**src/rtl/isa_pkg.sv**
```systemverilog
`default_nettype none

package isa_pkg;

  // Width of bus, registers and MLU
  localparam int DATA_W = 8;

  // Opword opcode: family in the top four bits, register in the low two
  localparam int OPCODE_W  = 6;
  localparam int REG_IDX_W = 2;
  localparam int NUM_REGS  = 4;

  // Instruction families
  // NOP doubles as the fetch program that runs after reset
  typedef enum logic [3:0] {
    OP_NOP   = 4'd0,
    OP_LDI   = 4'd1,
    OP_ADD   = 4'd2,
    OP_SUB   = 4'd3,
    OP_AND   = 4'd4,
    OP_XOR   = 4'd5,
    OP_SHL   = 4'd6,
    OP_SHR   = 4'd7,
    OP_SAR   = 4'd8,
    OP_ROR   = 4'd9,
    OP_OUT   = 4'd10,
    OP_OUTNZ = 4'd11
  } op_e;

  // Flag feeding the condition bit of the microcode address
  typedef enum logic [1:0] {
    COND_NONE  = 2'd0,
    COND_ZERO  = 2'd1,
    COND_CARRY = 2'd2,
    COND_NEG   = 2'd3
  } cond_e;

  // MLU operations
  typedef enum logic [1:0] {
    MLU_ADD = 2'd0,
    MLU_SUB = 2'd1,
    MLU_AND = 2'd2,
    MLU_XOR = 2'd3
  } mlu_op_e;

  // One-bit shifts on tmp0
  typedef enum logic [1:0] {
    SHIFT_SHL = 2'd0,
    SHIFT_SHR = 2'd1,
    SHIFT_SAR = 2'd2,
    SHIFT_ROR = 2'd3
  } shift_op_e;

endpackage

`default_nettype wire
```
**src/rtl/mlu.sv**
```systemverilog
`default_nettype none

module mlu (
  input  wire                        n_clk,
  input  wire                        n_rst,
  input  wire [isa_pkg::DATA_W-1:0]  tmp0,
  input  wire [isa_pkg::DATA_W-1:0]  tmp1,
  input  wire isa_pkg::mlu_op_e      mlu_op,
  input  wire                        flag_we,
  output logic [isa_pkg::DATA_W-1:0] mlu_result,
  output logic                       zero,
  output logic                       carry,
  output logic                       negative
);

  localparam int MSB = isa_pkg::DATA_W - 1;

  // One extra bit catches carry or borrow
  logic [isa_pkg::DATA_W:0] wide;
  logic                     carry_next;

  always_comb begin
    carry_next = 1'b0;
    case (mlu_op)
      isa_pkg::MLU_ADD: begin
        wide       = {1'b0, tmp0} + {1'b0, tmp1};
        carry_next = wide[isa_pkg::DATA_W];
      end
      isa_pkg::MLU_SUB: begin
        wide       = {1'b0, tmp0} - {1'b0, tmp1};
        // No borrow means tmp0 >= tmp1
        carry_next = ~wide[isa_pkg::DATA_W];
      end
      isa_pkg::MLU_AND: wide = {1'b0, tmp0 & tmp1};
      default:          wide = {1'b0, tmp0 ^ tmp1};
    endcase
  end

  assign mlu_result = wide[MSB:0];

  // Flags taken from the result on the bus
  always_ff @(posedge n_clk or negedge n_rst) begin
    if (!n_rst) begin
      zero     <= 1'b0;
      carry    <= 1'b0;
      negative <= 1'b0;
    end else if (flag_we) begin
      zero     <= mlu_result == '0;
      carry    <= carry_next;
      negative <= mlu_result[MSB];
    end
  end

endmodule

`default_nettype wire

```
**config.mk**
```make
export PLATFORM = sky130hd
export DESIGN_NAME = mlu
export DESIGN_NICKNAME = d
export VERILOG_FILES = /design/src/rtl/isa_pkg.sv /design/src/rtl/mlu.sv
export SDC_FILE = /design/constraint.sdc
export NUM_CORES = 1
export LEC_CHECK = 0
export BUFFER_PORTS_ARGS = -buffer_cell sky130_fd_sc_hd__buf_2
export CAP_MARGIN = 30
export CORE_AREA = 8 8 56 93
export CTS_BUF_LIST = sky130_fd_sc_hd__clkbuf_8
export DETAILED_ROUTE_END_ITERATION = 8
export DIE_AREA = 0 0 64 101
export SLEW_MARGIN = 5
export SYNTH_ARGS = -nofsm -noshare
export SYNTH_HDL_FRONTEND = slang
export SYNTH_SLANG_ARGS = --single-unit
```
**constraint.sdc**
```tcl
create_clock -name n_clk -period 1.65 [get_ports n_clk]
set_input_delay 0 -clock n_clk [delete_from_list [all_inputs] [get_ports n_clk]]
set_output_delay 0 -clock n_clk [all_outputs]
set_load 0.01 [all_outputs]
```
Word-level counts from Yosys, hierarchy flattened
Cells that the tools add are included.
- register bits: 3
- latch bits: 0
- memory bits (writable): 0
- ROM bits: 0
- bits of input ports: 21
- output and inout bits: 11
- logic and storage cells: 14
- memories kept: 0
- add/sub/neg operators: 2
- $mul: 0
- divide/modulo/power cells: 0
- order comparisons: 0
- equality and inequality tests: 2
- shifts and indexed selects: 0
- muxes and demuxes: 2
- bitwise logic cells: 3
- reduce and logical (&&, ||, !) cells: 2
- operators by type and width (kind ; count):
    8-bit case mux with 3 select lines ; 1
    8-bit by 8-bit adder with 9-bit output ; 1
    8-bit by 8-bit subtractor with 9-bit output ; 1
    8-bit bitwise AND ; 1
    8-bit logical NOT ; 1
    8-bit XOR ; 1
    2-bit by 1-bit == test with 1-bit output (second input constant) ; 1
    2-bit == test (second input constant) ; 1
    2-bit logical NOT ; 1
    1-bit case mux with 2 select lines ; 1
    1-bit NOT ; 1

Logic depth before layout (Yosys ltp)
Gate-level depths: netlist of run 1.
- depth after elaboration: 3
- depth in mapped cells: 10
- depth with buffers taken out: 10

Worst setup path after synthesis of run 1
No wires, ideal clock.
- kind: input port to flip-flop
- start point: in tmp1[2] (netlist bit)
- end point: reg negative
- setup time: 0.128 ns
- data arrival time: 1.820 ns
- data required time: 1.522 ns
- path slack: -0.298 ns
- stages: 9
- path buffers: 1
- path through: inv_1 > ha_1 > buf_4 > a21oi_1 > a21boi_0 > a311oi_1 > mux2i_1 > o311ai_4 > mux2_1
- cells in the longest elaborated chain, start to end: 2
- elaborated cells on any way between the ends: 3
- classes of those cells: add/sub: 2; mux: 1
- RTL lines (item ; line ; RTL):
    start, declared ; mlu.sv:7 ; input wire [isa_pkg::DATA_W-1:0] tmp1,
    8-bit by 8-bit subtractor with 9-bit output or 8-bit by 8-bit adder with 9-bit output (tied branches) ; mlu.sv:30, mlu.sv:26 ;
    8-bit case mux with 3 select lines * ; mlu.sv:24 ; case (mlu_op)
    net mlu_result (one bit) ; mlu.sv:10 ; output logic [isa_pkg::DATA_W-1:0] mlu_result,
    end signal, assigned ; mlu.sv:50 ; negative <= mlu_result[MSB];
    end, declared ; mlu.sv:13 ; output logic negative
Mark *: on every way through the listed nets, which the timed path passes. The rest lies on a longest branch.
A chain may end at the register's enable or synchronous reset.

Worst setup path after layout of run 1
- start point: in tmp1[2] (netlist bit)
- end point: out mlu_result[7] (netlist bit)
- cells in the longest elaborated chain, start to end: 2
- elaborated cells on any way between the ends: 3
- classes of those cells: add/sub: 2; mux: 1
- RTL lines (item ; line):
    8-bit by 8-bit subtractor with 9-bit output or 8-bit by 8-bit adder with 9-bit output (tied branches) ; mlu.sv:30, mlu.sv:26
    8-bit case mux with 3 select lines * ; mlu.sv:24
    end, declared ; mlu.sv:10
Mark *: on every way between the ends. The rest lies on a longest branch, timed or not.

==> results_dict.tcl, run 1 <==
set metrics [dict create \
    mostFrequentLayoutCells "buf_4, buf_2, inv_1" \
    critical_path.endpoint_type "output pin" \
    fp.dieW_um 64 \
    drv_cap 0 \
    area_delta_synth_final_pct 87.35 \
    ant_nets 0 \
    finalCriticalPeriod_ns 1.795 \
    placed_cells 269 \
    final_common_cell "buf_4" \
    final_cells 280 \
    track_usage 0.1373 \
    max_freq_ghz 0.5571 \
    crit_required_ns 1.65 \
    yosysSeqAreaShare 0.06659 \
    finalSetupViolCount 6 \
    die_height_um 101 \
    grt_pass1_wl_um 7245 \
    synth_edf_count 0 \
    htree_levels 1 \
    path_clk_slew_ns 0.03 \
    p_seq_frac 0.084 \
    synth_nets 191 \
    avgSynthCellArea_sq_um 7.466 \
    worstRegToRegCells 1 \
    fin_skew_ns 0 \
    numClockSinks 3 \
    cp.arrival_ns 1.80 \
    num_vias 1486 \
    drt_first_pass_iters 4 \
    worst_r2r_endpoint "negative" \
    cts_tree "built" \
    reg2reg_setup_slack_ns 0.89 \
    power_density_nw_per_um2 485.7 \
    crit_buf_inv 3 \
    antenna_found_initial 0 \
    via_per_inst 5.307 \
    nFillCells 354 \
    min_to "zero" \
    port_buffers 31 \
    grt_pass1_vias 1626 \
    drc 0 \
    grt_start_max_net_pins 16 \
    crit_type "in -> out" \
    nNetsFinal 272 \
    hold_start "flag_we" \
    root_buffer "clkbuf_8" \
    fin_ws_ns -0.1451 \
    crit_chain "buf_8 > buf_6 > ha_4 > and2b_2 > a2111oi_4 > or4_1 > and3_4 > o311ai_4 > buf_2" \
    crit_fanout 3 \
    routedWlPerCell_um 15.19 \
    place_congestion 0.9282 \
    dp_hpwl_um 3309 \
    rsz0062_at_grt "yes" \
    finalWirelength_um 4253 \
    cts_buffer_depth 2 \
    internal-power_uw 624.1 \
    p_sw_frac 0.3916 \
    num_antenna_cells 0 \
    critPathLaunchType "primary input" \
    ir_worst_vdd_mv 0.3309 \
    fin_crit_sh 1.088 \
    worst_slew_pin_slew_ns 0.4748 \
    slew_viol_final 0 \
    clockPowerShare 0.197 \
    synth_seq_cells 3 \
    syn-cell-area_sq_um 1127 \
    drtIter0Drc 40 \
    yosysWarnings 0 \
    startpoint "tmp1[2]" \
    cts_buffers 3 \
    io_pins 32 \
    cp_top_family "simple AND/OR/NAND/NOR gates" \
    maxSlewHeadroom 0.6835 \
    hold_viol 0 \
    min_path_type "in -> reg" \
    slowest_stage "or4_1" \
    clkLatencyLatePin_ns 0.21 \
    row_count 31 \
    dieArea_sq_um 6464 \
    placed_cell_area_sq_um 1714 \
    synth_top_flop_cell "dfrtp_1" \
    status "complete, but fails checks" \
    synth_cell_types 51 \
    final_area_sq_um 2112 \
    cp_slowest_stage_delay_ns 0.52 \
    core_area_sq_um 3995 \
    worstReg2RegStart "negative" \
    async_reset_ff_frac 1.000 \
    drive_above_1_share 0.5714 \
    holdPathStages 2 \
    violations "negative setup slack" \
    netSwitchingPower_uw 401.7 \
    start_util 0.2822 \
    leakage_nw 0.9518 \
    combPwrFrac 0.718 \
    overflow 0 \
    syn_inst 151 \
]
-- metrics by stage --
stage                     power (mW)  utilization  hold WS, ns  TNS, ns  setup slack [ns]
after floorplan               0.4063            -      -0.2956  -0.3871           -0.1952
after global placement        0.6585       0.4291      -0.2022   -2.584           -0.4612
after detailed placement      0.6626       0.4291      -0.1995   -2.707           -0.4980
after CTS                     0.9884       0.5105      0.02799  -0.7572           -0.1465
after global routing           1.109       0.5287      0.04583   -1.251           -0.2556
final                          1.026       0.5287      0.02811  -0.6882           -0.1451
-- registers in the layout, indices dropped and copies added, names as in the netlist --
name and cells:
carry 1, zero 1, negative 1
-- worst max path at each step --
stage               cells past startpoint       endpoint  slack (ns)
detailed placement                     11           zero       -0.50
finish                                  9  mlu_result[7]       -0.15
floorplan                               8           zero       -0.20
global placement                        9           zero       -0.46
CTS                                    10  mlu_result[5]       -0.15
global route                           12  mlu_result[4]       -0.26
-- power groups by stage --
stage / clock, mW / sequential, mW / combinational, mW
after floorplan: 0 / 0.0905 / 0.316
after global placement: 0 / 0.0859 / 0.573
after detailed placement: 0 / 0.0864 / 0.576
after CTS: 0.206 / 0.0861 / 0.696
after global routing: 0.225 / 0.0873 / 0.797
final: 0.202 / 0.0865 / 0.737
-- synthesized netlist by cell type, drive strengths merged (2+ instances only) --
| master | instances | share of area |
|---|---|---|
| nand3 | 4 | 0.018 |
| fa | 2 | 0.036 |
| o311ai | 3 | 0.039 |
| and3 | 3 | 0.021 |
| nand2 | 7 | 0.023 |
| dfrtp | 3 | 0.067 |
| o211ai | 7 | 0.047 |
| mux2 | 2 | 0.020 |
| nor2 | 11 | 0.037 |
| o31ai | 2 | 0.013 |
| a211oi | 3 | 0.024 |
| a2111oi | 3 | 0.029 |
| nor3 | 3 | 0.013 |
| o21ai | 9 | 0.040 |
| a21oi | 10 | 0.044 |
| clkbuf | 2 | 0.0067 |
| buf | 4 | 0.021 |
| o32ai | 2 | 0.016 |
| or2 | 2 | 0.013 |
| inv | 22 | 0.073 |
| ha | 17 | 0.19 |
| nand2b | 5 | 0.028 |
| nor4 | 4 | 0.022 |
| or4 | 2 | 0.013 |
| a211o | 2 | 0.016 |
-- final cells by class --
class                           count  area, sq um  share of cell area
Clock inverter                      1        3.754            0.001777
Tap cell                           49        61.31             0.02903
Timing Repair Buffer               82        608.1              0.2879
Sequential cell                     3        75.07             0.03554
Clock buffer                        3        41.29             0.01955
Inverter                           22        97.59             0.04621
Multi-Input combinational cell    120         1225              0.5800
-- layer usage --
layer,part of all wire,track usage,up-vias
met5,0,0,-
met2,0.58,0.2789,44
met1,0.32,0.1135,708
met4,0.060,0.09499,0
met3,0.034,0.02004,20
li1,-,-,714
-- cells by family after synthesis --
| kind of cell | count (synthesis) | share of synthesized area |
|---|---|---|
| AND/OR/NAND/NOR | 46 | 0.2187 |
| XOR/XNOR | 1 | 0.007771 |
| adder cells (fa/ha/maj) | 19 | 0.2242 |
| AO/OA/AOI/OAI | 50 | 0.3330 |
| flip-flops | 3 | 0.06659 |
| buffers and inverters | 28 | 0.1010 |
| multiplexers | 4 | 0.04883 |
-- timing repair --
item	in CTS	in global routing
hold buffers	1	0
setup endpoints to repair	8	8
pin swaps	25	7
endpoints found under the hold margin	3	0
cloned	0	0
resized for setup	44	16
buffers inserted	5	1
Note: power is estimated with default switching activity, not from simulation.
==> run 2, diff against run 1 <==
--- a/config.mk
+++ b/config.mk
@@ -7,10 +7,11 @@
 export LEC_CHECK = 0
 export BUFFER_PORTS_ARGS = -buffer_cell sky130_fd_sc_hd__buf_2
 export CAP_MARGIN = 30
-export CORE_AREA = 8 8 56 93
+export CORE_AREA = 8 8 55 57
 export CTS_BUF_LIST = sky130_fd_sc_hd__clkbuf_8
 export DETAILED_ROUTE_END_ITERATION = 8
-export DIE_AREA = 0 0 64 101
+export DIE_AREA = 0 0 63 65
+export PLACE_DENSITY = 0.8
 export SLEW_MARGIN = 5
 export SYNTH_ARGS = -nofsm -noshare
 export SYNTH_HDL_FRONTEND = slang
==> run 2 against run 1 <==
The flow now stops in global routing (5_1_grt). Synthesized cell count stayed put. Synthesized area stayed put.
==> results_dict.tcl, run 2 <==
set metrics [dict create \
    status "did not finish" \
    failed_stage "global routing (5_1_grt)" \
    error "[ERROR DPL-0038] Utilization greater than 100%, impossible to legalize" \
    synthTopCellsByArea "ha_1, inv_1, dfrtp_1" \
    root_buffer "clkbuf_8" \
    die_height_um 65 \
    io_pins 32 \
    start_util 0.5248 \
    synth_top_flop_cell "dfrtp_1" \
    postGrtWorstEndpoint "mlu_result[4]" \
    yosys.area.top_type "ha_1" \
    row_count 17 \
    syn-cell-area_sq_um 1127 \
    numClockSinks 3 \
    place_congestion 0.8887 \
    worst-ep-kind "output port" \
    fp.dieW_um 63 \
    cts_buffers 3 \
    syn_inst 151 \
    yosysMostFrequentCell "inv_1" \
    yosys.area.top_type_share 0.1887 \
    cts_buffer_depth 2 \
    synth_edf_count 0 \
    grt_start_max_net_pins 16 \
    placed_cell_area_sq_um 1658 \
    synth_seq_cells 3 \
    synth_nets 191 \
    yosysWarnings 0 \
    port_buffers 31 \
    htree_levels 1 \
    async_reset_ff_frac 1.000 \
    avgSynthCellArea_sq_um 7.466 \
    synth_cell_types 51 \
    yosysSeqAreaShare 0.06659 \
    synth_common_cells "inv_1, ha_1, nor2_1, a21oi_1, o21ai_0" \
    dp_hpwl_um 3342 \
    placed_cells 244 \
]
[run 2: repair_timing]
item                                   in CTS
setup endpoints to repair                   8
resized for setup                          48
pin swaps                                  20
hold buffers                                1
endpoints found under the hold margin       3
buffers inserted                            6
[run 2: through the flow]
stage | worst slack (ns) | utilization
detailed placement | -0.5418 | 0.7717
CTS | -0.1706 | 0.9266
global placement | -0.4422 | 0.7717
floorplan | -0.1952 | -
[run 2: cells by family after synthesis]
| group | Yosys count | share of synthesized area |
|---|---|---|
| AO/OA/AOI/OAI | 50 | 0.3330 |
| AND/OR/NAND/NOR | 46 | 0.2187 |
| buffers and inverters | 28 | 0.1010 |
| adder cells (fa/ha/maj) | 19 | 0.2242 |
| multiplexers | 4 | 0.04883 |
| flip-flops | 3 | 0.06659 |
| XOR/XNOR | 1 | 0.007771 |
==> run 3, diff against run 2 <==
--- a/config.mk
+++ b/config.mk
@@ -7,11 +7,10 @@
 export LEC_CHECK = 0
 export BUFFER_PORTS_ARGS = -buffer_cell sky130_fd_sc_hd__buf_2
 export CAP_MARGIN = 30
-export CORE_AREA = 8 8 55 57
-export CTS_BUF_LIST = sky130_fd_sc_hd__clkbuf_8
+export CORE_AREA = 8 8 69 71
 export DETAILED_ROUTE_END_ITERATION = 8
-export DIE_AREA = 0 0 63 65
-export PLACE_DENSITY = 0.8
+export DIE_AREA = 0 0 77 79
+export PLACE_DENSITY_LB_ADDON = 0.15
 export SLEW_MARGIN = 5
 export SYNTH_ARGS = -nofsm -noshare
 export SYNTH_HDL_FRONTEND = slang
==> run 3 against run 2 <==
The flow now finishes, with violations (negative setup slack).
==> results_dict.tcl, run 3 (synthesis results as in run 1) <==
set metrics [dict create \
    dieArea_sq_um 6083 \
    dp_slack_ns -0.6527 \
    placed_cell_area_sq_um 1730 \
    start_util 0.2968 \
    finalPower_mw 1.075 \
    path_clk_slew_ns 0.03 \
    final_cells 287 \
    final_common_cell "buf_4" \
    status "complete, but fails checks" \
    core_area_sq_um 3799 \
    reg_top3 "carry x1, negative x1, zero x1" \
    via_per_inst 5.143 \
    drv_cap 0 \
    max_freq_ghz 0.5509 \
    cts_tree "built" \
    io_pins 32 \
    cp.arrival_ns 1.82 \
    maxSlewHeadroom 0.7511 \
    fin_skew_ns 0 \
    critical_path.endpoint_type "output pin" \
    num_vias 1476 \
    root_buffer "clkbuf_8" \
    dp_hpwl_um 3174 \
    grt_pass1_vias 1565 \
    finalWirelength_um 4217 \
    drt_first_pass_iters 4 \
    grt_start_max_net_pins 16 \
    placed_cells 272 \
    htree_levels 1 \
    fin_crit_sh 1.100 \
    finalCriticalPeriod_ns 1.815 \
    track_usage 0.1363 \
    numClockSinks 3 \
    hold_viol 0 \
    place_congestion 0.8084 \
    power_density_nw_per_um2 485.6 \
    port_buffers 31 \
    mostFrequentLayoutCells "buf_4, buf_2, inv_1" \
    die_height_um 79 \
    slew_viol_final 0 \
    cts_buffer_depth 2 \
    crit_required_ns 1.65 \
    leakage_nw 0.9905 \
    critPathLaunchType "primary input" \
    crit_fanout 4 \
    drive_above_1_share 0.6118 \
    finalSetupViolCount 6 \
    routedWlPerCell_um 14.69 \
    violations "negative setup slack" \
    min_path_type "in -> reg" \
    drc 0 \
    row_count 23 \
    worst_slew_pin_slew_ns 0.3733 \
    ant_nets 0 \
    grt_pass1_wl_um 7017 \
    ir_worst_vdd_mv 0.1876 \
    fp.dieW_um 77 \
    crit_type "in -> out" \
    area_delta_synth_final_pct 96.34 \
    final_core_util 0.5827 \
    drtIter0Drc 62 \
    rsz0062_at_grt "yes" \
    overflow 0 \
    cts_buffers 3 \
    nNetsFinal 278 \
    num_antenna_cells 0 \
    antenna_found_initial 0 \
    clkLatencyLatePin_ns 0.22 \
    final_area_sq_um 2213 \
    timing.hold.ws_ns 0.03979 \
    fin_ws_ns -0.1652 \
    tns_ns -0.7947 \
]
==> run 3: layout make-up <==
cell class	instances	area, sq um
inverters	22	97.59
well taps	50	62.56
fillers	345	1585
multi-input cells	120	1269
flip-flops and latches	3	75.07
clock buffers	4	45.04
repair buffers	88	664.4
==> run 3: layer usage <==
| metal | vias to the layer above | GRT usage | part of all wire |
|---|---|---|---|
| met2 | 40 | 0.2515 | 0.51 |
| met4 | 0 | 0.05094 | 0.023 |
| met1 | 701 | 0.1533 | 0.43 |
| li1 | 726 | - | - |
| met3 | 9 | 0.02370 | 0.042 |
| met5 | - | 0 | 0 |
==> run 3: worst paths after layout <==
path                                from       endpoint  slack [ns]  cells after the start
worst max-delay path             tmp0[2]  mlu_result[7]       -0.17                      9
worst min-delay path             flag_we           zero        0.04                      2
worst max register to register  negative       negative        0.87                      1
worst min register to register     carry          carry        0.49                      2
max in group asynchronous          n_rst          carry        1.43                      2
min in group asynchronous          n_rst           zero        0.11                      2
==> run 3: what timing repair did <==
action | in CTS | in global routing
setup endpoints to repair | 8 | 9
gates cloned | 0 | 0
hold buffers | 1 | 0
endpoints found under the hold margin | 3 | 0
pin swaps | 21 | 12
buffers inserted | 6 | 5
resized for setup | 39 | 39
==> run 3: where the power goes <==
group | total [mW] | internal [mW] | switching (mW)
logic | 0.771 | 0.407 | 0.364
registers | 0.0871 | 0.0822 | 0.00490
clock network | 0.217 | 0.165 | 0.0516
total | 1.07 | 0.655 | 0.420
==> run 3: worst max-delay path, cell delays in order <==
cell       delay (ns)
buf_8            0.10
buf_6            0.11
ha_4             0.17
and2b_2          0.27
a2111oi_4        0.05
or4_1            0.47
and3_4           0.19
o311ai_4         0.28
buf_2            0.18
==> run 4, diff against run 3 <==
--- a/config.mk
+++ b/config.mk
@@ -10,7 +10,9 @@
 export CORE_AREA = 8 8 69 71
 export DETAILED_ROUTE_END_ITERATION = 8
 export DIE_AREA = 0 0 77 79
+export GPL_TIMING_DRIVEN = 0
 export PLACE_DENSITY_LB_ADDON = 0.15
+export RECOVER_POWER = 25
 export SLEW_MARGIN = 5
 export SYNTH_ARGS = -nofsm -noshare
 export SYNTH_HDL_FRONTEND = slang
==> run 4 against run 3 <==
The flow still finishes with violations (negative setup slack). Register-to-register slack improved by 0.03 ns. Sequential share of layout area grew 0.77 points. Cell count fell by 15%. Via count shrank 12%. Combinational power down 20%. Clock skew did not move. Fmax down 0.40%.
==> results_dict.tcl, run 4 (synthesis results as in run 1) <==
set metrics [dict create \
    clockPowerShare 0.237 \
    min_path_type "in -> reg" \
    finalSetupViolCount 5 \
    finalCriticalPeriod_ns 1.822 \
    final_common_cell "buf_2" \
    numClockSinks 3 \
    final_core_util 0.4753 \
    rsz0062_at_grt "yes" \
    dieArea_sq_um 6083 \
    tns_ns -0.4981 \
    io_pins 32 \
    combPwrFrac 0.669 \
    timing.hold.ws_ns 0.03364 \
    grt_pass1_vias 1405 \
    worst_slew_pin_slew_ns 0.6286 \
    reg_top3 "carry x1, negative x1, zero x1" \
    fin_ws_ns -0.1724 \
    num_antenna_cells 0 \
    cts_tree "built" \
    finalWirelength_um 3729 \
    ir_worst_vdd_mv 0.1540 \
    cts_buffers 3 \
    dp_hpwl_um 2914 \
    placed_cells 232 \
    final_area_sq_um 1805 \
    root_buffer "clkbuf_8" \
    internal-power_uw 537.2 \
    crit_required_ns 1.78 \
    slew_viol_final 0 \
    track_usage 0.1284 \
    drive_above_1_share 0.4663 \
    row_count 23 \
    grt_pass1_wl_um 6527 \
    clkLatencyLatePin_ns 0.22 \
    antenna_found_initial 0 \
    fin_crit_sh 1.104 \
    p_seq_frac 0.094 \
    leakage_nw 0.7430 \
    nNetsFinal 234 \
    netSwitchingPower_uw 381.2 \
    p_sw_frac 0.4151 \
    critical_path.endpoint_type "flop" \
    crit_fanout 2 \
    port_buffers 31 \
    cp.arrival_ns 1.95 \
    htree_levels 1 \
    fin_skew_ns 0 \
    place_congestion 0.8066 \
    routedWlPerCell_um 15.35 \
    maxSlewHeadroom 0.5809 \
    hold_viol 0 \
    finalPower_uw 918.4 \
    status "complete, but fails checks" \
    die_height_um 79 \
    drv_cap 0 \
    crit_type "in -> reg" \
    via_per_inst 5.346 \
    drc 0 \
    critPathLaunchType "primary input" \
    cts_buffer_depth 2 \
    area_delta_synth_final_pct 60.16 \
    violations "negative setup slack" \
    max_freq_ghz 0.5487 \
    mostFrequentLayoutCells "buf_2, inv_1, nor2_1" \
    overflow 0 \
    grt_start_max_net_pins 11 \
    dp_slack_ns -0.6427 \
    drt_first_pass_iters 4 \
    core_area_sq_um 3799 \
    placed_cell_area_sq_um 1420 \
    final_cells 243 \
    ant_nets 0 \
    power_density_nw_per_um2 508.7 \
    fp.dieW_um 77 \
    drtIter0Drc 47 \
    start_util 0.2968 \
    num_vias 1299 \
    reg2reg_setup_slack_ns 0.90 \
    path_clk_slew_ns 0.03 \
]
==> run 4: path summary, 6_finish.rpt <==
check                           cells after the start  endpoint     start
worst max-delay path                                9      zero   tmp0[0]
worst min-delay path                                2      zero   flag_we
worst max register to register                      1  negative  negative
worst min register to register                      2     carry     carry
max in group asynchronous                           2  negative     n_rst
min in group asynchronous                           2     carry     n_rst
==> run 4: final cells by class <==
type | count | area, sq um
Buffer | 5 | 28.78
Clock buffer | 4 | 45.04
Fill cell | 397 | 1993
Inverter | 22 | 97.59
Multi-Input combinational cell | 120 | 1230
Sequential cell | 3 | 75.07
Tap cell | 50 | 62.56
Timing Repair Buffer | 39 | 266.5
==> run 4: worst max-delay path, cell delays in order <==
cell and delay [ns]:
buf_12 0.10, inv_12 0.03, ha_4 0.14, inv_2 0.05, fa_2 0.41, mux4_2 0.50
nor4_4 0.30, o211ai_1 0.20, o32ai_2 0.22
==> run 4: what timing repair did <==
action,4_1_cts,5_1_grt
hold endpoints to repair,3,0
setup buffers,7,0
gates resized for setup,46,9
hold buffers,1,0
endpoints found under the setup margin,7,8
pin swaps,24,6
gates cloned,0,0
==> run 4: power groups by stage <==
stage          clock network [mW]  logic [mW]  registers [mW]
2_1_floorplan                   0       0.316          0.0905
3_3_place_gp                    0       0.458          0.0860
3_5_place_dp                    0       0.467          0.0866
4_1_cts                     0.221       0.605          0.0862
5_1_grt                     0.231       0.671          0.0872
6_report                    0.218       0.615          0.0860
==> run 4: layer usage <==
metal  track usage  up-vias  share of wire
met2        0.2353       33           0.51
met5             0        -              0
met1        0.1417      628           0.44
li1              -      633              -
met3       0.03047        5          0.043
met4       0.04528        0         0.0091
